`src/design/icache_pkg.sv`:
```
package icache_pkg;

    // Cache geometry
    localparam int NUM_SETS    = 8;
    localparam int NUM_WAYS    = 4;
    localparam int BLOCK_WORDS = 4;

    // Field widths of a byte address
    localparam int WORD_OFF_W  = 2;   // byte within a word
    localparam int BLOCK_OFF_W = 2;   // word within a block
    localparam int SET_W       = 3;
    localparam int WAY_W       = 2;
    localparam int TAG_W       = 25;

    typedef struct packed {
        logic [TAG_W-1:0]       tag;
        logic [SET_W-1:0]       set;
        logic [BLOCK_OFF_W-1:0] word_off;
        logic [WORD_OFF_W-1:0]  byte_off;
    } icache_addr_fields_t;

    // Fetch address seen either as a plain word or split into cache fields
    typedef union packed {
        logic [31:0]         raw;
        icache_addr_fields_t fields;
    } icache_addr_u;

    typedef struct packed {
        icache_addr_u addr;
    } fetch_req_t;

    typedef struct packed {
        logic [31:0] word;
        logic [31:0] addr;
    } fetch_rsp_t;

    typedef struct packed {
        logic [31:0] addr;
    } mem_req_t;

    typedef struct packed {
        logic [31:0] data;
    } mem_beat_t;

    typedef logic [BLOCK_WORDS-1:0][31:0] block_t;

    typedef struct packed {
        logic [SET_W-1:0] set;
        logic [TAG_W-1:0] tag;
        block_t           data;
    } fill_t;

endpackage

```
`src/design/icache_prefetch.sv`:
```
`timescale 1ns/1ps

module icache_prefetch
    import icache_pkg::*;
(
    input  logic         Clk,
    input  logic         rst_n,
    input  icache_addr_u lookup_addr,
    input  logic         take,
    input  logic         launch,
    input  logic [31:0]  launch_addr,
    output logic         hit,
    output logic [31:0]  hit_word,
    output logic         mem_valid,
    input  logic         mem_ready,
    output mem_req_t     mem_addr,
    input  logic         beat_valid,
    input  mem_beat_t    beat,
    output fill_t        fill
);

    logic                   buf_valid_q;
    logic                   req_q;
    logic                   busy_q;
    logic [BLOCK_OFF_W-1:0] cnt_q;
    icache_addr_u           addr_q;
    block_t                 data_q;
    icache_addr_u           launch_u;
    logic                   accepted;
    logic                   launch_ok;

    // Prefetch always starts at the first word of the block
    always_comb begin
        launch_u.raw             = launch_addr;
        launch_u.fields.word_off = '0;
        launch_u.fields.byte_off = '0;
    end

    assign accepted = req_q && mem_ready;
    // A pending request that lost the port is replaced by the new launch
    assign launch_ok = launch && !busy_q && !accepted;

    assign hit = buf_valid_q && (addr_q.fields.tag == lookup_addr.fields.tag)
                             && (addr_q.fields.set == lookup_addr.fields.set);
    assign hit_word = data_q[lookup_addr.fields.word_off];

    assign mem_valid     = req_q;
    assign mem_addr.addr = addr_q.raw;

    assign fill.set  = addr_q.fields.set;
    assign fill.tag  = addr_q.fields.tag;
    assign fill.data = data_q;

    always_ff @(posedge Clk or negedge rst_n) begin
        if (!rst_n) begin
            buf_valid_q <= 1'b0;
            req_q       <= 1'b0;
            busy_q      <= 1'b0;
            cnt_q       <= '0;
        end else begin
            if (accepted) begin
                req_q  <= 1'b0;
                busy_q <= 1'b1;
            end else if (launch_ok) begin
                req_q <= 1'b1;
            end
            if (take || launch_ok) begin
                buf_valid_q <= 1'b0;
            end
            if (beat_valid) begin
                cnt_q <= cnt_q + BLOCK_OFF_W'(1);
                if (cnt_q == BLOCK_OFF_W'(BLOCK_WORDS - 1)) begin
                    busy_q      <= 1'b0;
                    buf_valid_q <= 1'b1;
                end
            end
        end
    end

    always_ff @(posedge Clk) begin
        if (launch_ok) begin
            addr_q <= launch_u;
        end
        if (beat_valid) begin
            data_q[cnt_q] <= beat.data;
        end
    end

endmodule

```
`config.mk`:
```
export PLATFORM = sky130hd
export DESIGN_NAME = icache_prefetch
export DESIGN_NICKNAME = d
export VERILOG_FILES = /design/src/design/icache_pkg.sv /design/src/design/icache_prefetch.sv
export SDC_FILE = /design/constraint.sdc
export NUM_CORES = 1
export LEC_CHECK = 0
export ABC_AREA = 1
export BUFFER_PORTS_ARGS = -buffer_cell sky130_fd_sc_hd__buf_2
export CAP_MARGIN = 15
export CORE_AREA = 10 10 134 136
export CTS_CLUSTER_DIAMETER = 100
export DETAILED_ROUTE_END_ITERATION = 16
export DIE_AREA = 0 0 144 146
export MAX_ROUTING_LAYER = met4
export PLACE_DENSITY = 0.77
export SLEW_MARGIN = 0
export SYNTH_ARGS = -nofsm -noshare
export SYNTH_HDL_FRONTEND = slang
export SYNTH_SLANG_ARGS = --single-unit
```
`constraint.sdc`:
```
create_clock -name Clk -period 2.3 [get_ports Clk]
set_input_delay 0.46 -clock Clk [delete_from_list [all_inputs] [get_ports Clk]]
set_output_delay 0.46 -clock Clk [all_outputs]
set_load 0.01 [all_outputs]
```
### After elaboration in Yosys (flattened, before gate mapping)

Cells that the tools add are included.

* register bits: 161
* input bits: 102
* output and inout bits: 222
* logic and storage cells: 39

* add/sub/neg operators: 1
* order comparisons: 3
* equality and inequality tests: 3
* multiplexer cells: 13
* reductions and logical operators: 10

Operator list (count)
* bitwise mux 128 bit: 1
* binary-select mux 32 bit (select 2 bit): 1
* demux 32 bit (select 2 bit): 1
* two-way mux 32 bit: 2
* equality test 25 bit: 1
* two-way mux 1 bit: 8
* logical AND 1 bit: 6
* < comparator 2 x 3 -> 1 bit, second input constant: 2
* equality test 3 bit: 1
* adder 2 x 1 -> 2 bit, second input constant: 1
* equality test 2 bit, second input constant: 1
* >= comparator 2 x 1 -> 1 bit, second input constant: 1
* zero test 1 bit: 2
* nonzero test 2 bit: 1
* logical OR 1 bit: 1

### Longest topological paths before layout

* depth in word-level cells: 7
* gate-level depth with buffers: 8
* depth with buffers taken out: 8

### Worst setup path before layout

Ideal clock, no wire load.

* path type: input to register
* start: in beat_valid
* end: reg data_q, in the netlist fill[100], enable pin
* setup time: 0.387 ns
* data arrival time: 1.416 ns
* required time: 1.913 ns
* slack: 0.497 ns
* stages: 3
* path buffers: 1
* path through: clkbuf_1 > nand2_1 > inv_1

RTL lines
* start, declared: line icache_prefetch.sv:17 `input logic beat_valid,`
* end signal, assigned by index: line icache_prefetch.sv:85 `data_q[cnt_q] <= beat.data;`
* end, declared: line icache_prefetch.sv:27 `block_t data_q;`

No word-level cell between the ends.

### Worst setup path after layout

* start: reg addr_q, in the netlist mem_addr[24]
* end: out hit

* word-level cells in the longest chain between the ends: 3

RTL lines
* start, declared: line icache_prefetch.sv:26 `icache_addr_u addr_q;`
* start signal, assigned: line icache_prefetch.sv:82 `addr_q <= launch_u;`
* equality test 25 bit: line icache_prefetch.sv:43 `assign hit = buf_valid_q && (addr_q.fields.tag == lookup_addr.fields.tag)`
* logical AND 1 bit: line icache_prefetch.sv:43
* logical AND 1 bit: line icache_prefetch.sv:44 `&& (addr_q.fields.set == lookup_addr.fields.set);`
* end, declared: line icache_prefetch.sv:12 `output logic hit,`

No other way between the ends.

==> impl_metrics.json <==
{
  "outcome": "finished clean",
  "drive_gt1_frac": 0.423,
  "final_common_cell": "buf_2",
  "clk_latency_ns": 0.43,
  "clock_tree.buffer_depth": 2,
  "dr.pass1.iters": 5,
  "synth_seq_cells": 161,
  "synth_area_um2": 6700,
  "path_class": "reg -> out",
  "cts_sinks": 161,
  "worst-path-stages": 8,
  "synth.distinct_cells": 21,
  "finalSetupViolations": 0,
  "worstRegToRegCells": 5,
  "die_y_um": 146,
  "power_density_nw_per_um2": 999,
  "antenna_found_initial": 1,
  "fmax_mhz": 480,
  "dieArea_um2": 21000,
  "root_buffer": "clkbuf_16",
  "die_x_um": 144,
  "routed_wl_mm": 21.1,
  "cts_resized": 0,
  "ir_worst_vdd_v": 0.000519,
  "synth-seq-area-share": 0.718,
  "max_stage_delay_ns": 0.44,
  "skew_ns": 0.00774,
  "synthDominantCellAreaShare": 0.699,
  "ios": 324,
  "areaGrowthSynthToFinish_pct": 32.6,
  "vias": 5247,
  "grt_setup_unrepaired": "no",
  "yosysWarnings": 0,
  "slowest_stage": "edfxtp_1",
  "setup_ws_ns": 0.218,
  "critPathBufInv": 1,
  "post_synth.cell_area_avg_um2": 12.2,
  "critical_path.top_delay_family": "simple AND/OR/NAND/NOR gates",
  "synth_area_leaders": "edfxtp_1 (70%), nor2_1 (5.0%), nand2_1 (4.4%)",
  "grt_pass1_wl_mm": 30.9,
  "utilization": 0.574,
  "holdWs_ns": 0.202,
  "synthCells": 547,
  "crit_top_cell": "nor2_1",
  "period_minus_slack_ns": 2.08,
  "rows": 46,
  "pre_cts_ws_ns": 0.322,
  "dp.final_hpwl_mm": 15.8,
  "timing.final.crit_share": 0.905,
  "r2r_setup_slack_ns": 0.84,
  "hold_path.class": "in -> reg",
  "cts_buffers": 17,
  "post-place-cells": 1018,
  "cp_max_fo": 4,
  "most-common-layout-cells": "buf_2 (313), edfxtp_1 (156), nor2_1 (89), nand2_1 (78), inv_1 (51)",
  "fin_nets": 952,
  "ctsHtreeMaxLevel": 4,
  "crit_arrival_ns": 1.62,
  "grt.total_usage": 0.201,
  "clkTransAtPathRegs_ns": 0.07,
  "required_ns": 1.84,
  "slew_violations": 0,
  "whs_path_depth": 1,
  "layout.cells.non_filler": 1053,
  "drc": 0,
  "grt_max_degree": 65,
  "finalHoldViolCount": 0,
  "routed_via_density": 4.98,
  "cap_violations": 0,
  "initial_utilization": 0.433,
  "gp_congestion": 0.906,
  "endpoint_kind": "output pin",
  "yosys.area.top_type": "edfxtp_1",
  "grt_pass1_vias": 5450,
  "setup_tns_ns": 0,
  "path_cells": "nor2_1 > nor2_1 > nor2_1 > nand2_1 > nor2_1 > nand2_1 > nor2_1 > buf_2",
  "cts_tree": "yes",
  "wire_per_inst_um": 20.0,
  "io_buffer_count": 313,
  "leakage_nw": 3.96,
  "core_um2": 15500,
  "gr-total-overflow": 0,
  "drt_first_iter_violations": 293,
  "cp-start-kind": "flip-flop",
  "ant_nets": 0
}
-- cell type report --
cell class              instances  area (um2)
multi-input cells             284        1290
inverters                      53         206
clock buffers                  17         425
flip-flops and latches        161        4810
diodes                          2        5.00
fillers                      1244        6600
well taps                     192         240
repair buffers                329        1710
clock inverters                15         190
-- flip-flops by register name, indices dropped and copies added, names as in the netlist --
register,cells
buf_valid_q,1
mem_addr,28
busy_q,1
fill,128
mem_valid,1
cnt_q,2
-- routing by layer --
layer	track usage	routed length [um]	share of wire	vias to the layer above
met2	0.333	10300	0.49	294
met5	-	0	0	-
met4	0.0649	253	0.012	0
met1	0.215	7930	0.38	2477
met3	0.0813	2610	0.12	23
li1	-	-	-	2453
-- per-stage QoR --
| stage | cell area, um2 | total power, W |
|---|---|---|
| 6_report | 8880 | 0.00888 |
| 3_3_place_gp | 8250 | 0.00601 |
| 4_1_cts | 8880 | 0.00898 |
| 3_5_place_dp | 8250 | 0.00605 |
| 5_1_grt | 8880 | 0.00929 |
| 2_1_floorplan | 6710 | 0.00510 |
-- power breakdown --
group          leakage (nW)  switching [W]  internal, W
Sequential             1.49       0.000261      0.00384
Combinational          2.17        0.00122     0.000649
Clock                 0.300        0.00125      0.00166
Total                  3.96        0.00273      0.00615
-- cells in the mapped netlist --
library cell / instances
buf_2: 6
buf_4: 35
buf_6: 9
clkbuf_1: 2
conb_1: 1
dfrtp_1: 5
edfxtp_1: 156
ha_1: 4
inv_1: 51
inv_2: 1
inv_8: 1
nand2_1: 78
nand3_1: 1
nor2_1: 89
o211ai_1: 1
o21ai_0: 43
o21ai_1: 28
o22ai_1: 32
or2_2: 1
xnor2_1: 1
xor2_1: 2
-- logic make-up after synthesis --
group           Yosys count  share of synthesized area
xor+xnor                  3                    0.00392
simple gates            169                     0.0953
fa+ha+maj                 4                    0.00747
other cells               1                   0.000560
flops                   161                      0.718
buf+inv                 105                     0.0908
compound gates          104                     0.0840
-- what timing repair did --
| action | 4_1_cts | 5_1_grt |
|---|---|---|
| hold buffers | 1 | 0 |
| endpoints found under the hold margin | 5 | 0 |
| setup buffers | 0 | 0 |
-- worst register-to-register path: cells and delay by family (launching register included) --
| family | cells | cell delay, ns |
|---|---|---|
| adder cells (fa/ha/maj) | 1 | 0.15 |
| buffers and inverters | 3 | 0.49 |
| flip-flops | 1 | 0.43 |
| AND/OR/NAND/NOR | 1 | 0.05 |
-- worst paths after layout --
| check | startpoint | endpoint |
|---|---|---|
| max in group asynchronous | rst_n | cnt_q[1] |
| min | launch_addr[18] | mem_addr[18] |
| max | mem_addr[24] | hit |
| max reg2reg | cnt_q[0] | fill[26] |
| min reg2reg | buf_valid_q | buf_valid_q |
| min in group asynchronous | rst_n | mem_valid |
Note: power is estimated with default switching activity, not from simulation.
