## src/design/icache_pkg.sv

```systemverilog
package icache_pkg;

    // Cache geometry
    localparam int NUM_SETS    = 8;
    localparam int NUM_WAYS    = 4;
    localparam int BLOCK_WORDS = 4;

    // Field widths of a byte address
    localparam int WORD_OFF_W  = 2;   // byte within a word
    localparam int BLOCK_OFF_W = 2;   // word within a block
    localparam int SET_W       = 3;
    localparam int WAY_W       = 2;
    localparam int TAG_W       = 25;

    typedef struct packed {
        logic [TAG_W-1:0]       tag;
        logic [SET_W-1:0]       set;
        logic [BLOCK_OFF_W-1:0] word_off;
        logic [WORD_OFF_W-1:0]  byte_off;
    } icache_addr_fields_t;

    // Fetch address seen either as a plain word or split into cache fields
    typedef union packed {
        logic [31:0]         raw;
        icache_addr_fields_t fields;
    } icache_addr_u;

    typedef struct packed {
        icache_addr_u addr;
    } fetch_req_t;

    typedef struct packed {
        logic [31:0] word;
        logic [31:0] addr;
    } fetch_rsp_t;

    typedef struct packed {
        logic [31:0] addr;
    } mem_req_t;

    typedef struct packed {
        logic [31:0] data;
    } mem_beat_t;

    typedef logic [BLOCK_WORDS-1:0][31:0] block_t;

    typedef struct packed {
        logic [SET_W-1:0] set;
        logic [TAG_W-1:0] tag;
        block_t           data;
    } fill_t;

endpackage

```

## src/design/icache_arrays.sv

```systemverilog
`timescale 1ns/1ps

module icache_arrays
    import icache_pkg::*;
(
    input  logic             Clk,
    input  logic             rst_n,
    input  icache_addr_u     lookup_addr,
    input  logic             fill_valid,
    input  fill_t            fill,
    output logic             hit,
    output logic [31:0]      hit_word,
    output logic [WAY_W-1:0] victim_way
);

    logic [TAG_W-1:0]    tag_q   [NUM_SETS][NUM_WAYS];
    block_t              data_q  [NUM_SETS][NUM_WAYS];
    logic [NUM_WAYS-1:0] valid_q [NUM_SETS];
    logic [WAY_W-1:0]    rr_q    [NUM_SETS];

    logic [SET_W-1:0] lk_set;
    logic             set_full;

    assign lk_set = lookup_addr.fields.set;

    // Compare the lookup tag against every way of the indexed set
    always_comb begin
        hit      = 1'b0;
        hit_word = '0;
        for (int w = 0; w < NUM_WAYS; w++) begin
            if (valid_q[lk_set][w] && (tag_q[lk_set][w] == lookup_addr.fields.tag)) begin
                hit      = 1'b1;
                hit_word = data_q[lk_set][w][lookup_addr.fields.word_off];
            end
        end
    end

    // Lowest invalid way wins, otherwise the round-robin pointer of the set
    always_comb begin
        victim_way = rr_q[fill.set];
        for (int w = NUM_WAYS - 1; w >= 0; w--) begin
            if (!valid_q[fill.set][w]) begin
                victim_way = WAY_W'(w);
            end
        end
    end

    assign set_full = &valid_q[fill.set];

    always_ff @(posedge Clk or negedge rst_n) begin
        if (!rst_n) begin
            for (int s = 0; s < NUM_SETS; s++) begin
                valid_q[s] <= '0;
                rr_q[s]    <= '0;
            end
        end else if (fill_valid) begin
            valid_q[fill.set][victim_way] <= 1'b1;
            // Pointer only moves when it actually picked the victim
            if (set_full) begin
                rr_q[fill.set] <= rr_q[fill.set] + WAY_W'(1);
            end
        end
    end

    // Tag and block storage
    always_ff @(posedge Clk) begin
        if (fill_valid) begin
            tag_q[fill.set][victim_way]  <= fill.tag;
            data_q[fill.set][victim_way] <= fill.data;
        end
    end

endmodule

```

## config.mk

```make
export PLATFORM = sky130hd
export DESIGN_NAME = icache_arrays
export DESIGN_NICKNAME = d
export VERILOG_FILES = /design/src/design/icache_pkg.sv /design/src/design/icache_arrays.sv
export SDC_FILE = /design/constraint.sdc
export NUM_CORES = 2
export LEC_CHECK = 0
export BUFFER_PORTS_ARGS = -buffer_cell sky130_fd_sc_hd__buf_2
export CAP_MARGIN = 20
export CELL_PAD_IN_SITES_DETAIL_PLACEMENT = 1
export CELL_PAD_IN_SITES_GLOBAL_PLACEMENT = 2
export CORE_UTILIZATION = 51
export CTS_CLUSTER_SIZE = 24
export DETAILED_ROUTE_END_ITERATION = 8
export PLACE_DENSITY = 0.8
export SYNTH_ARGS = -nofsm -noshare
export SYNTH_HDL_FRONTEND = slang
export SYNTH_MEMORY_MAX_BITS = 65536
export SYNTH_SLANG_ARGS = --single-unit
```

## constraint.sdc

```tcl
create_clock -name Clk -period 9.9 [get_ports Clk]
set_clock_uncertainty 0.1 [all_clocks]
set_input_delay 1.485 -clock Clk [delete_from_list [all_inputs] [get_ports Clk]]
set_output_delay 1.485 -clock Clk [all_outputs]
set_load 0.01 [all_outputs]
```

== Word-level counts from Yosys, hierarchy flattened ==
Memories as Yosys holds them, arrays and structs flattened.
Cells that the tools add are included.
Cells by class
  add/subtract/negate cells: 1
  magnitude comparators: 8
  eq/ne operators: 4
  muxes and demuxes: 43
  bitwise logic cells: 4
  reductions and logical operators: 8
Operators with widths (count)
  $mux 512: 1
  $bmux 32 s2: 4
  $demux 128 s2: 1
  $mux 32: 8
  $mux 128: 1
  $eq 25x25->1: 4
  $mux 100: 1
  $demux 25 s2: 1
  $or 32x32->32: 1
  $mux 25: 1
  $bmux 4 s3: 2
  $mux 4: 5
  $bwmux 16: 1
  $mux 2: 7
  $demux 4 s3: 1
  $ge 4x4->1 const B: 2
  $not 3->4: 2
  $logic_and 1x1->1: 7
  $bmux 2 s3: 1
  $demux 2 s3: 1
  $lt 2x3->1 const B: 2
  $mux 1: 6
  $reduce_and 5->1: 1
  $lt 4x1->1 const B: 1
  other kinds (6): 6
Word-level totals
  bits in registers: 48
  memory bits (writable): 4896
  input port bits: 191
  output and inout port bits: 35
  word-level logic and storage cells: 86
  memories kept: 2
Memory list
  data_q: words 8, width 512, rd ports 1, clocked after Yosys merged registers in 0, write ports 1, RTL line icache_arrays.sv:17  | block_t data_q [NUM_SETS][NUM_WAYS];
  tag_q: words 8, width 100, rd ports 1, clocked after Yosys merged registers in 0, write ports 1, RTL line icache_arrays.sv:16  | logic [TAG_W-1:0] tag_q [NUM_SETS][NUM_WAYS];

== Longest topological paths before layout ==
  depth after elaboration: 15
  mapped depth: 17
  gate-level depth less buffers: 8

== Worst setup path after synthesis ==
Ideal clock, no wire load.
  kind: input port to flip-flop
  start: input port fill[154] (netlist name)
  end: memory data_q[0][0] (netlist name), enable pin
  setup time: 0.668 ns
  arrival time: 9.847 ns
  data required time: 9.132 ns
  slack: -0.716 ns
  stages on the path: 10
  path buffers: 3
  cells stage by stage: clkbuf_1 -> clkbuf_1 -> nor2b_1 -> a22oi_1 -> o2111ai_1 -> nand2_1 -> a21oi_1 -> nand2_1 -> clkbuf_1 -> nor2_1
On the way
  cells in the longest elaborated chain, start to end: 14
  elaborated cells on any way between the ends: 18
  classes of those cells: 2 x order compare; 13 x mux; 2 x bitwise; 1 x reduce/logical
Ends and longest elaborated chain
  start, declared: RTL line icache_arrays.sv:10  | input fill_t fill,
  $not 3->4 (not written as such) *: RTL line icache_arrays.sv:40, icache_arrays.sv:42
  $bmux 2 s3 / $bmux 4 s3 (equally long branches): RTL line icache_arrays.sv:40, icache_arrays.sv:42
  $mux 2 (not written as such) / $mux 4 (equally long branches) (2 in series): RTL line icache_arrays.sv:40, icache_arrays.sv:42
  $mux 2 (3 in series): RTL line icache_arrays.sv:42  | if (!valid_q[fill.set][w]) begin
  $mux 2 *: RTL line icache_arrays.sv:42
  via victim_way[0]: RTL line icache_arrays.sv:13  | output logic [WAY_W-1:0] victim_way
  $not 2->3 (not written as such) *: RTL line icache_arrays.sv:69  | data_q[fill.set][victim_way] <= fill.data;
  $ge 3x3->1 (not written as such) / $lt 3x1->1 (equally long branches): RTL line icache_arrays.sv:69
  $logic_and 1x1->1 (not written as such): RTL line icache_arrays.sv:69
  $mux 128 (not written as such): RTL line icache_arrays.sv:69
  $demux 128 s2 *: RTL line icache_arrays.sv:69
  $mux 512 (not written as such) *: RTL line icache_arrays.sv:69
  end, declared: RTL line icache_arrays.sv:17
The timed path passes the listed nets; every way through them passes the cells marked *. The select of a mux whose other input is x is not followed.

== Worst setup path after layout ==
  start: input port lookup_addr[5] (netlist name)
  end: output port hit_word[1]
On the way
  cells in the longest elaborated chain, start to end: 9
  elaborated cells on any way between the ends: 26
  classes of those cells: 4 x eq/ne; 15 x mux; 1 x bitwise; 4 x reduce/logical; 2 x memory
Ends and longest elaborated chain
  start, declared: RTL line icache_arrays.sv:8  | input icache_addr_u lookup_addr,
  parallel branches: the longest is 8 deep, another holds $mem_v2 8x100
  $mux 32 *: RTL line icache_arrays.sv:31  | if (valid_q[lk_set][w] && (tag_q[lk_set][w] == lookup_addr.fields.tag)) begin
  end, declared: RTL line icache_arrays.sv:12  | output logic [31:0] hit_word,
Mark *: on every way between the ends. The select of a mux whose other input is x is not followed.

==> metrics.yaml <==
run:
  maxCapViolCount: 0
clocking:
  clk_pin_slew_ps: 60
  clk_latency_ps: 1010
  ctsHtreeMaxLevel: 5
  cts-root-buf: "clkbuf_16"
  cts_sinks: 4944
  postCtsSetupBuffers: 0
  cts_buffers: 475
  cts_tree: "done"
  postCtsHoldBufs: 0
  cts_buffer_depth: 4
  ctsResizeCount: 0
power:
  p_total_w: 0.0442
  worst_ir_drop_vdd_mv: 0.179
  p_per_area_mw_per_mm2: 207
  p_leak_nw: 67.2
floorplan:
  core-area_sq_mm: 0.372
  die_w_microns: 613
  row_count: 224
  io_pins: 226
  die_y_microns: 613
  start_util: 0.512
  die_area_sq_mm: 0.376
synthesis:
  synth-edff-count: 4896
  synthTopCellsByArea: "edfxtp_1 77%, mux4_2 14%, mux2i_1 2.3%"
  synth_cell_types: 62
  yosys_warnings: 0
  ys.flop_type: "edfxtp_1"
  async_flop_share: 0.00971
  synth.cell_area_sq_mm: 0.190
  syn-num-nets: 8531
  synth_seq_cells: 4944
  synth_top_area_frac: 0.772
  postSynthAreaPerCell_sq_um: 22.8
  synth_common_cells: "4896 x edfxtp_1, 1211 x mux4_2, 431 x mux2i_1, 221 x clkbuf_1, 178 x nand2_1"
  synth_top_area_cell: "edfxtp_1"
  yosysSeqAreaShare: 0.778
  yosysMostFrequentCell: "edfxtp_1"
  netlist_instances: 8340
worst_setup_path:
  cp-endpoint: "hit_word[1]"
  crit_type: "in2out"
  cp.required_ps: 8320
  cp-start-kind: "input port"
  timing.rr.start: "valid_q[0]"
  crit_path_start: "lookup_addr[5]"
  path_max_fanout: 55
  r2r_cells: 8
  rrSetupSlack_ps: 4930
  r2r-end: "data_q[7][270]"
  cp_data_arrival_time_ps: 6900
  cp-end-kind: "output pin"
layout:
  drive_gt1_frac: 0.261
  nNetsFinal: 8952
  area_growth_pct: 12.0
  fin_util: 0.574
sta:
  fin_crit_sh: 0.857
  hold_viol: 0
  fmax_mhz: 118
  fin_setup_tns_ps: 0
  tightest_slew_ps: 1350
  fin_ws_ps: 1420
  fin_hold_ws_ps: 251
  finalSetupViolations: 0
  rsz0062_at_grt: "no"
  max_slew_margin: 0.101
  slew_violations: 0
  period_needed_ps: 8480
route:
  vias: 91200
  avgRoutedWirePerCell_microns: 33.9
  firstDrtPassIters: 5
  drt_iter0_drc: 9380
  vias_per_cell: 6.45
  routed_wl_mm: 480
  remaining_drc_errors: 0
  ant_nets: 0
placed_design:
  port_buffers: 223
  dp_hpwl_mm: 253
  gp_congestion: 0.771
  place_ws_ps: 1510
grt:
  grt_pass1_wl_mm: 692
  grt_pass1_vias: 98200
  gr-usage-all-layers: 0.255
  grt_max_degree: 150
  overflow: 0
  antenna_found_initial: 44
status:
  outcome: "finished clean"
min_path:
  hold_path_class: "in2async"
[cells in the final DEF, fill, tap and decap left out, types with 33 or more instances in the layout]
cell       instances
edfxtp_1        4896
mux4_2          1211
clkbuf_16        481
mux2i_1          431
buf_2            218
nand2_1          176
o22ai_1          161
clkinv_1         121
buf_4            118
clkbuf_1         110
nand3_1          103
a22oi_1           83
clkinv_2          78
buf_12            76
nor4_1            71
mux2_2            55
nor2_1            54
dfrtp_1           48
nand4_1           44
bufinv_16         43
a22o_1            41
a221oi_1          40
xnor2_1           36
o21ai_0           35
nor2_4            34
o31ai_1           33
[layer usage]
layer	share of wire	vias to the layer above	wire, microns	global-route usage
li1	-	36600	-	-
met1	0.40	49900	190000	0.346
met2	0.50	3857	242000	0.430
met3	0.070	817	33400	0.0388
met4	0.031	14	14800	0.0793
met5	0.00015	-	72	0
[critical path, stage by stage]
cell	delay, ps
buf_8	380
nor2b_4	820
buf_4	420
a22oi_1	170
a21oi_1	310
o211ai_1	230
nor4bb_1	740
and2_2	380
buf_4	430
a221oi_1	310
o31ai_1	670
buf_2	250
[registers in the layout (all words and copies together), names as in the netlist]
signal,flops
data_q,4096
valid_q,32
rr_q,16
tag_q,800
[where the power goes]
group          leakage [nW]  switching (W)  internal (W)
registers              44.7       0.000172        0.0236
clock network          7.34        0.00774        0.0100
logic                  15.1        0.00170      0.000952
total                  67.2        0.00962        0.0346
[logic make-up after synthesis]
group / after synthesis / share of synthesized area
buf+inv: 480 / 0.0131
flops: 4944 / 0.778
xor+xnor: 46 / 0.00212
mux: 1697 / 0.169
simple gates: 632 / 0.0170
compound gates: 541 / 0.0205
[how the worst min path moves through the flow]
stage | start | endpoint | cells past startpoint
final | rst_n | rr_q[10] | 1
after global routing | rst_n | rr_q[10] | 1
after CTS | valid_q[3] | valid_q[3] | 1
after floorplan | valid_q[22] | valid_q[22] | 1
after detailed placement | valid_q[2] | valid_q[2] | 1
after global placement | valid_q[3] | valid_q[3] | 1
[final cells by class]
cell class	count	area [sq um]
antenna	21	52.6
timing repair buffer	419	3630
tap	4972	6220
sequential	4944	148000
fill	30800	159000
inverter	5	18.8
clock buffer	591	12400
clock inverter	283	2650
multi-input combinational	2916	40100
[stage by stage]
stage,instance area (sq um),instances
floorplan,190000,8340
global placement,198000,13300
detailed placement,198000,13300
CTS,213000,14100
global route,213000,14100
finish,213000,14200
Power figures use the tool's default switching activity.
