**src/design/icache_pkg.sv**
```systemverilog
package icache_pkg;

    // Cache geometry
    localparam int NUM_SETS    = 8;
    localparam int NUM_WAYS    = 4;
    localparam int BLOCK_WORDS = 4;

    // Field widths of a byte address
    localparam int WORD_OFF_W  = 2;   // byte within a word
    localparam int BLOCK_OFF_W = 2;   // word within a block
    localparam int SET_W       = 3;
    localparam int WAY_W       = 2;
    localparam int TAG_W       = 25;

    typedef struct packed {
        logic [TAG_W-1:0]       tag;
        logic [SET_W-1:0]       set;
        logic [BLOCK_OFF_W-1:0] word_off;
        logic [WORD_OFF_W-1:0]  byte_off;
    } icache_addr_fields_t;

    // Fetch address seen either as a plain word or split into cache fields
    typedef union packed {
        logic [31:0]         raw;
        icache_addr_fields_t fields;
    } icache_addr_u;

    typedef struct packed {
        icache_addr_u addr;
    } fetch_req_t;

    typedef struct packed {
        logic [31:0] word;
        logic [31:0] addr;
    } fetch_rsp_t;

    typedef struct packed {
        logic [31:0] addr;
    } mem_req_t;

    typedef struct packed {
        logic [31:0] data;
    } mem_beat_t;

    typedef logic [BLOCK_WORDS-1:0][31:0] block_t;

    typedef struct packed {
        logic [SET_W-1:0] set;
        logic [TAG_W-1:0] tag;
        block_t           data;
    } fill_t;

endpackage

```
**src/design/icache_mem_port.sv**
```systemverilog
`timescale 1ns/1ps

module icache_mem_port
    import icache_pkg::*;
(
    input  logic      Clk,
    input  logic      rst_n,
    input  logic      rf_valid,
    output logic      rf_ready,
    input  mem_req_t  rf_addr,
    input  logic      pf_valid,
    output logic      pf_ready,
    input  mem_req_t  pf_addr,
    output logic      mem_req_valid,
    input  logic      mem_req_ready,
    output mem_req_t  mem_req,
    input  logic      mem_beat_valid,
    input  mem_beat_t mem_beat,
    output logic      rf_beat_valid,
    output logic      pf_beat_valid,
    output mem_beat_t beat
);

    logic                   open_q;
    logic                   owner_pf_q;
    logic [BLOCK_OFF_W-1:0] cnt_q;

    // Refill wins, and a prefetch sees no ready while refill is asking
    assign rf_ready      = !open_q && mem_req_ready;
    assign pf_ready      = !open_q && !rf_valid && mem_req_ready;
    assign mem_req_valid = !open_q && (rf_valid || pf_valid);
    assign mem_req       = rf_valid ? rf_addr : pf_addr;

    assign rf_beat_valid = mem_beat_valid && open_q && !owner_pf_q;
    assign pf_beat_valid = mem_beat_valid && open_q && owner_pf_q;
    assign beat          = mem_beat;

    always_ff @(posedge Clk or negedge rst_n) begin
        if (!rst_n) begin
            open_q     <= 1'b0;
            owner_pf_q <= 1'b0;
            cnt_q      <= '0;
        end else if (!open_q) begin
            if (mem_req_valid && mem_req_ready) begin
                open_q     <= 1'b1;
                owner_pf_q <= !rf_valid;
                cnt_q      <= '0;
            end
        end else if (mem_beat_valid) begin
            cnt_q <= cnt_q + BLOCK_OFF_W'(1);
            // Burst closes on its last beat
            if (cnt_q == BLOCK_OFF_W'(BLOCK_WORDS - 1)) begin
                open_q <= 1'b0;
            end
        end
    end

endmodule

```
**config.mk**
```make
export PLATFORM = sky130hd
export DESIGN_NAME = icache_mem_port
export DESIGN_NICKNAME = d
export VERILOG_FILES = /design/src/design/icache_pkg.sv /design/src/design/icache_mem_port.sv
export SDC_FILE = /design/constraint.sdc
export NUM_CORES = 1
export LEC_CHECK = 0
export ABC_AREA = 1
export BUFFER_PORTS_ARGS = -buffer_cell sky130_fd_sc_hd__buf_2
export CORE_MARGIN = 8
export CORE_UTILIZATION = 28
export DETAILED_ROUTE_END_ITERATION = 8
export GPL_TIMING_DRIVEN = 0
export PLACE_DENSITY = 0.87
export SYNTH_ARGS = -nofsm -noshare
export SYNTH_HDL_FRONTEND = slang
export SYNTH_SLANG_ARGS = --single-unit
```
**constraint.sdc**
```tcl
create_clock -name Clk -period 1.4 [get_ports Clk]
set_input_delay 0.28 -clock Clk [delete_from_list [all_inputs] [get_ports Clk]]
set_output_delay 0.28 -clock Clk [all_outputs]
set_load 0.01 [all_outputs]
```
Word level (Yosys, flattened, before mapping)
Cells that the tools add are included.
- add/subtract/negate cells: 1
- equality and inequality tests: 2
- mux-type cells: 8
- bitwise gates (word level): 1
- reduce and logical (&&, ||, !) cells: 15
- operator list (operator ; number):
    $mux W32 ; 1
    $logic_and A1 B1 Y1 ; 8
    $mux W2 ; 3
    $mux W1 ; 4
    $reduce_and A2 Y1 ; 2
    $logic_not A1 Y1 ; 3
    $add A2 B1 Y2 const B ; 1
    $eq A2 B2 Y1 const B ; 1
    $ne A2 B2 Y1 const B ; 1
    $reduce_bool A2 Y1 ; 1
    $logic_or A1 B1 Y1 ; 1
    $not A1 Y1 ; 1
- register bits: 4
- input port bits: 102
- output and inout port bits: 69
- word-level logic and storage cells: 30

Depth between registers and ports, before layout
Gate-level depths: netlist of run 1.
- depth after elaboration: 5
- gate-level depth with buffers: 7
- depth with buffers taken out: 6

Least setup slack after synthesis of run 1
Ideal clock, no wire load.
- path type: register to output
- from: reg open_q
- to: out pf_ready
- arrival: 0.767 ns
- data required time: 1.120 ns
- slack: 0.353 ns
- stages on the path, launching flop included: 2
- cells stage by stage: dfrtp_1 -> nor3_1
- longest elaborated chain between the ends: 3
- RTL lines (element ; line ; RTL):
    start, declared ; icache_mem_port.sv:24 ; logic open_q;
    start signal, assigned ; icache_mem_port.sv:40 ; open_q <= 1'b0;
    start signal, assigned ; icache_mem_port.sv:45 ; open_q <= 1'b1;
    start signal, assigned ; icache_mem_port.sv:53 ; open_q <= 1'b0;
    $logic_not A1 Y1 ; - ;
    $logic_and A1 B1 Y1 (2 in a row) ; icache_mem_port.sv:30 ; assign pf_ready = !open_q && !rf_valid && mem_req_ready;
    end, declared ; icache_mem_port.sv:12 ; output logic pf_ready,
No other way between the ends.

Final worst setup path of run 1
Ends and elaborated chain as after synthesis.

==> impl_results.md, run 1 <==
- Clk slew on worst S/H paths: 0.04 ns
- Reg2Reg Launch Point: cnt_q[0]
- Synth cell types: 16
- Vias per std cell: 4.048
- First-pass detailed-route iteration total: 4
- Crit start category: flop
- Setup violators final: 0
- Row count: 20
- RePlAce Congestion: 0.7810
- Clock Tree Buf Depth: 2
- Crit path kind: reg2out
- Total track usage: 0.1557
- Utilization after layout: 0.5492
- Register area share after synthesis: 0.1116
- Placed Instances: around 350
- Pre-CTS setup slack: 0.2001 ns
- Syn Inst Count: about 170
- Post-synthesis compound-gate area fraction: 0.005579
- Antenna-violating nets left: 0
- PwrDens: 640.0 nW/um^2
- Critical-path maximum fanout: 7
- Hold Path Sink: owner_pf_q
- Clk root buf: clkbuf_4
- Hold path cells: 2
- Htree depth: 1
- P&R area growth vs syn: 86.89%
- CTS sink cnt: 4
- Most frequent cells in the layout: buf_2, nand2_1, buf_4, inv_1
- ANT cells: 0
- Leak: 1.184 nW
- Total Power: between 1 and 1.5 mW
- Mux cell area share after synthesis: 0
- Register-to-Register Path Depth: 5
- Starting DRT DRC Count: 27
- Least-Margin Pin Slew: approximately 0.18 ns
- Max rail drop VDD: 0.4404 mV
- Estimated wirelength of the detail-placed design: around 4000 um
- First-pass GRT wire length: 6720 um
- Adder-cell share of the synthesized area: 0.01395
- Avg WL per Cell: 12.70 um
- Number of global-route vias before repair: 1443
- Setup slack after layout: 0.08116 ns
- Die width: approximately 73 um
- Synthesized area: roughly 900 um^2
- Die H: between 70 and 80 um
- Status: finished clean
- Most common cell after layout, fill and taps aside: buf_2
- Setup TNS: 0 ns
- Routed vias: 1425
- Required time worst endpoint: 1.12 ns
- CTS tree: done
- Layout fillers: 300
- Largest net degree at the start of global routing: 11
- Overflow left after global routing: 0
- Main combinational cell family by area after synthesis: simple AND/OR/NAND/NOR gates
- Fin. max-slew vios: 0
- Maximum clock frequency: between 700 and 800 MHz
- Synth Register Bits: 4
- CTS buffer count: 3
- Number of remaining DRC errors: 0
- Routed wire length: 4470 um
- Post-Syn Area per Cell: 5.372 um^2
- Fin crit share: 0.9420
- Slew margin rel.: 0.8808
- FF-to-FF End: cnt_q[1]
- Hold WC Path Type: in2reg
- Critical Path AT: approximately 1.0 ns
- Synth Area in XOR/XNOR: 0
- CORE AREA: 3053 um^2
- Nets: 413
- Register-to-register setup slack: 0.40 ns
- Syn nets: 270
- Non-Filler Instances: about 350
- Initial antenna violation count: 0
- HP Start: rf_valid
- Final hold violation count: 0
- Synth Area in Simple Gates: 0.5188
- Clock skew: 0.001531 ns
- Period minus WS final: 1.319 ns
- Max_cap viols: 0
- RSZ-0062 raised after global routing: no
- Ys Warns: 0
- Share of post-route cells with drive strength above 1: 0.6071
- CP endpoint kind: output pin
- Skew-Pair Late Insertion Delay: 0.24 ns
- Starting Density: 0.2939
- # IOs: 171
- DIE AREA: 5271 um^2
- PortBufs: roughly 140
-- Yosys cell counts --
cell / instances / share of area
dfrtp_1: 4 / 0.11
o21ai_1: 1 / 0.0056
nand2_4: 1 / 0.013
ha_1: 1 / 0.014
buf_2: 3 / 0.017
nand2_2: 3 / 0.021
nor2_4: 1 / 0.013
nand3b_1: 1 / 0.0084
nor3_1: 1 / 0.0056
nand3_1: 2 / 0.011
buf_6: 1 / 0.013
nand2_1: 104 / 0.44
inv_1: 5 / 0.021
buf_4: 35 / 0.29
nor2_1: 3 / 0.013
inv_4: 1 / 0.0070
-- stage by stage --
stage	hold WS [ns]	cell area [um^2]
2_1_floorplan	-0.01559	897.1
3_3_place_gp	0.08655	1638
3_5_place_dp	0.09258	1638
4_1_cts	0.2728	1670
5_1_grt	0.2908	1677
6_report	0.2768	1677
-- power breakdown --
group / leakage (nW) / internal, mW / switching (mW)
combinational: 1.12 / 0.351 / 0.345
sequential: 0.0473 / 0.172 / 0.0610
clock: 0.0138 / 0.0960 / 0.0487
total: 1.18 / 0.619 / 0.454
-- flip-flops by register name, indices dropped and copies added, names as in the netlist --
name / cells
cnt_q: 2
owner_pf_q: 1
open_q: 1
-- how the worst max path moves through the flow --
stage | from | to | cells after the start | slack, ns
after floorplan | open_q | pf_ready | 1 | 0.35
after global placement | rf_valid | mem_req[24] | 6 | 0.19
after detailed placement | rf_valid | mem_req[24] | 6 | 0.20
after CTS | open_q | rf_beat_valid | 3 | 0.0005
after global routing | open_q | pf_ready | 2 | 0.006
final | open_q | pf_ready | 2 | 0.08
-- logic make-up (layout without fill, tap and decap cells) --
| group | count (synthesis) | in the layout |
|---|---|---|
| adder cells (fa/ha/maj) | 1 | 1 |
| AND/OR/NAND/NOR | 116 | 116 |
| buffers and inverters | 45 | 186 |
| AO/OA/AOI/OAI | 1 | 1 |
| flip-flops | 4 | 4 |
-- metal layers --
| metal | track usage | wire, um |
|---|---|---|
| met1 | 0.1314 | 1388 |
| met2 | 0.2992 | 2359 |
| met3 | 0.09066 | 711 |
| met4 | 0.04000 | 10 |
| met5 | 0 | 0 |
-- worst max-delay path, stage by stage, from the launching register on --
cell,delay (ns)
dfrtp_2,0.46
nor3_2,0.18
buf_2,0.16
-- cell type report --
class                           instances  area (um^2)  area share
Clock buffer                            3        22.52     0.01343
Inverter                                6        25.02     0.01493
Multi-Input combinational cell        118        488.0      0.2910
Timing Repair Buffer                  138        695.7      0.4149
Tap cell                               44        55.05     0.03284
Buffer                                 39        289.0      0.1724
Sequential cell                         4        101.3     0.06045
-- what timing repair did --
item / CTS / global route
resized for setup: 0 / 2
endpoints found under the setup margin: 0 / 3
hold buffers: 1 / 0
buffers inserted: 0 / 0
endpoints found under the hold margin: 4 / 0
(Power assumes the default switching activity.)
==> inputs of run 2 (changes only) <==
ABC_AREA = 0   (was 1)
CAP_MARGIN = 0   (was unset)
CORE_UTILIZATION = 30   (was 28)
PLACE_DENSITY = 0.88   (was 0.87)
==> impl_results.md, run 2 <==
- PwrDens: 677.5 nW/um^2 (was 640.0 nW/um^2)
- Number of remaining DRC errors: 0 (unchanged)
- Ys Warns: 0 (unchanged)
- Period minus WS final: 1.329 ns (was 1.319 ns)
- Reg2Reg Launch Point: open_q (was cnt_q[0])
- Share of post-route cells with drive strength above 1: 0.9034 (was 0.6071)
- Least-Margin Pin Slew: 0.2435 ns (was 0.1788 ns)
- Slowest cell on crit path: dfrtp_2 (unchanged)
- Post-synthesis async set-or-reset flop share: 1.000 (unchanged)
- Layout fillers: 311 (was 300)
- Antenna-violating nets left: 0 (unchanged)
- Combinational Power Share: 0.689 (was 0.648)
- Number of global-route vias before repair: 1352 (was 1443)
- Clock skew: 0.002609 ns (was 0.001531 ns)
- Critical Path AT: 1.05 ns (was 1.04 ns)
- Primary FF master, synth: dfrtp_1 (unchanged)
- CP endpoint kind: output pin (unchanged)
- Register area share after synthesis: 0.1009 (was 0.1116)
- Synth Register Bits: 4 (unchanged)
- Estimated wirelength of the detail-placed design: 3710 um (was 3966 um)
- Skew-Pair Late Insertion Delay: 0.23 ns (was 0.24 ns)
- Maximum clock frequency: 752.4 MHz (was 758.2 MHz)
- DIE AREA: 5404 um^2 (was 5271 um^2)
- ANT cells: 0 (unchanged)
- Final hold violation count: 0 (unchanged)
- Most frequent cells after synthesis: buf_4, mux2_4, mux2_2 (was nand2_1, buf_4, inv_1)
- Row count: 21 (was 20)
- Top cells by area, synth: mux2_4, buf_4, dfrtp_1, mux2_2, buf_8 (was nand2_1, buf_4, dfrtp_1, inv_1, nand2_2)
- Biggest register: cnt_q (unchanged)
- Top Family by Delay on Critical Path: flip-flops (unchanged)
- Starting DRT DRC Count: 9 (was 27)
- First-pass detailed-route iteration total: 3 (was 4)
- Leak: 1.135 nW (was 1.184 nW)
- Crit path largest cell delay: 0.45 ns (was 0.46 ns)
- Post-synth EDFFs: 0 (unchanged)
- Hold WC Path Type: in2async (was in2reg)
- Routed wire length: 4155 um (was 4470 um)
- Worst Hold Margin: 0.4257 ns (was 0.2768 ns)
- Htree depth: 1 (unchanged)
- Die width: 73.51 um (was 72.61 um)
- Clock power frac: 0.113 (was 0.135)
- Critical-path cell list: nor2b_4 -> nor2b_1 -> buf_2 (was nor3_2 -> buf_2)
- CTS buffer count: 3 (unchanged)
- Most frequent cell after synthesis: buf_4 (was nand2_1)
- Reg power frac: 0.199 (was 0.217)
- P&R area growth vs syn: 82.35% (was 86.89%)
- Fin crit share: 0.9494 (was 0.9420)
- CORE AREA: 3258 um^2 (was 3053 um^2)
- Avg WL per Cell: 14.63 um (was 12.70 um)
- Synth cell types: 21 (was 16)
- Nets: 343 (was 413)
- Fin. max-slew vios: 0 (unchanged)
- Post-Syn Area per Cell: 10.67 um^2 (was 5.372 um^2)
- Placed instance area: 1735 um^2 (was 1638 um^2)
- Biggest regs: cnt_q (2), open_q (1), owner_pf_q (1) (unchanged)
- Bufs and invs on worst path: 1 (unchanged)
- Setup TNS: 0 ns (unchanged)
- Vias per std cell: 4.211 (was 4.048)
- Largest net degree at the start of global routing: 11 (unchanged)
- Dominant cell type by area after synthesis: mux2_4 (was nand2_1)
- Slew margin rel.: 0.8366 (was 0.8808)
- Most common cell after layout, fill and taps aside: buf_2 (unchanged)
- Clock Tree Buf Depth: 2 (unchanged)
- Syn nets: 196 (was 270)
- Overflow left after global routing: 0 (unchanged)
- Yosys top cell area share: 0.4086 (was 0.4351)
- Synthesized area: 992.2 um^2 (was 897.1 um^2)
- CTS tree: done (unchanged)
- Initial antenna violation count: 0 (unchanged)
- Die H: 73.51 um (was 72.61 um)
- Critical-path maximum fanout: 7 (unchanged)
- Max reg flops: 2 (unchanged)
- CTS sink cnt: 4 (unchanged)
- Setup violators final: 0 (unchanged)
- Required time worst endpoint: 1.12 ns (about the same)
- Clk root buf: clkbuf_4 (unchanged)
- PortBufs: 137 (unchanged)
- Syn Inst Count: 93 (was 167)
- Total track usage: 0.1342 (was 0.1557)
- Crit start category: flop (unchanged)
- RePlAce Congestion: 0.7654 (was 0.7810)
- Most frequent cells in the layout: buf_2, buf_4, mux2_4, mux2_2 (was buf_2, nand2_1, buf_4, inv_1)
- # IOs: 171 (unchanged)
- Design Area, Final: 1809 um^2 (was 1677 um^2)
- Max rail drop VDD: 0.3041 mV (was 0.4404 mV)
- Pint: 0.7854 mW (was 0.6186 mW)
- Crit path kind: reg2out (unchanged)
- Routed vias: 1196 (was 1425)
- First-pass GRT wire length: 5899 um (was 6720 um)
- Critical Path Start: open_q (unchanged)
- RSZ-0062 raised after global routing: no (unchanged)
- Sw Ratio: 0.3592 (was 0.4235)
- Net Sw Power: 0.4403 mW (was 0.4544 mW)
- Clk slew on worst S/H paths: 0.04 ns (about the same)
- Status: finished clean (unchanged)
- Max_cap viols: 0 (unchanged)
- Starting Density: 0.3045 (was 0.2939)
-- run 2: final timing paths --
check / end / slack (ns) / depth (start not counted)
max: pf_ready / 0.07 / 3
min: cnt_q[0] / 0.43 / 2
max reg2reg: owner_pf_q / 0.31 / 5
min reg2reg: owner_pf_q / 0.58 / 1
max in group asynchronous: open_q / 0.84 / 2
min in group Clk: cnt_q[1] / 0.43 / 3
-- run 2: layout make-up --
cell class              instances  area, um^2  area share
repair buffers                143       733.2      0.4053
clock buffers                   3       22.52     0.01245
well taps                      46       57.56     0.03181
inverters                       1       3.754    0.002075
flip-flops and latches          4       101.3     0.05602
multi-input cells              51       598.1      0.3306
plain buffers                  36       292.8      0.1618
-- run 2: cells by family (layout without fill, tap and decap cells) --
family | after synthesis | after routing | synth area share
multiplexers | 33 | 33 | 0.4754
buffers and inverters | 38 | 183 | 0.3039
adder cells (fa/ha/maj) | 1 | 1 | 0.01261
XOR/XNOR | 1 | 1 | 0.008829
AO/OA/AOI/OAI | 5 | 5 | 0.03657
AND/OR/NAND/NOR | 11 | 11 | 0.06178
flip-flops | 4 | 4 | 0.1009
-- run 2: power groups by stage --
stage / combinational (mW) / clock (mW) / sequential, mW
finish: 0.844 / 0.138 / 0.244
global route: 0.926 / 0.162 / 0.251
CTS: 0.778 / 0.147 / 0.248
detailed placement: 0.805 / 0 / 0.211
global placement: 0.776 / 0 / 0.210
floorplan: 0.499 / 0 / 0.205
-- run 2: routing by layer --
metal / share of wire / track usage
met1: 0.34 / 0.1228
met2: 0.55 / 0.2648
met3: 0.10 / 0.04502
met4: 0.015 / 0.04435
met5: 0 / 0
-- run 2: per-stage QoR --
step | power, mW | instances | setup slack (ns) | utilization
3_3_place_gp | 0.9852 | 276 | 0.07165 | 0.5326
2_1_floorplan | 0.7041 | 93 | 0.1255 | -
5_1_grt | 1.339 | 284 | 0.01675 | 0.5553
4_1_cts | 1.173 | 280 | 0.006270 | 0.5445
6_report | 1.226 | 284 | 0.07090 | 0.5553
3_5_place_dp | 1.016 | 276 | 0.06843 | 0.5326
-- run 2: timing repair --
action                                  in CTS  in global routing
gates cloned                                 0                  0
gates resized for setup                      2                  1
hold buffers                                 1                  0
endpoints found under the setup margin       1                  1
hold endpoints to repair                     4                  0
buffers inserted                             1                  4
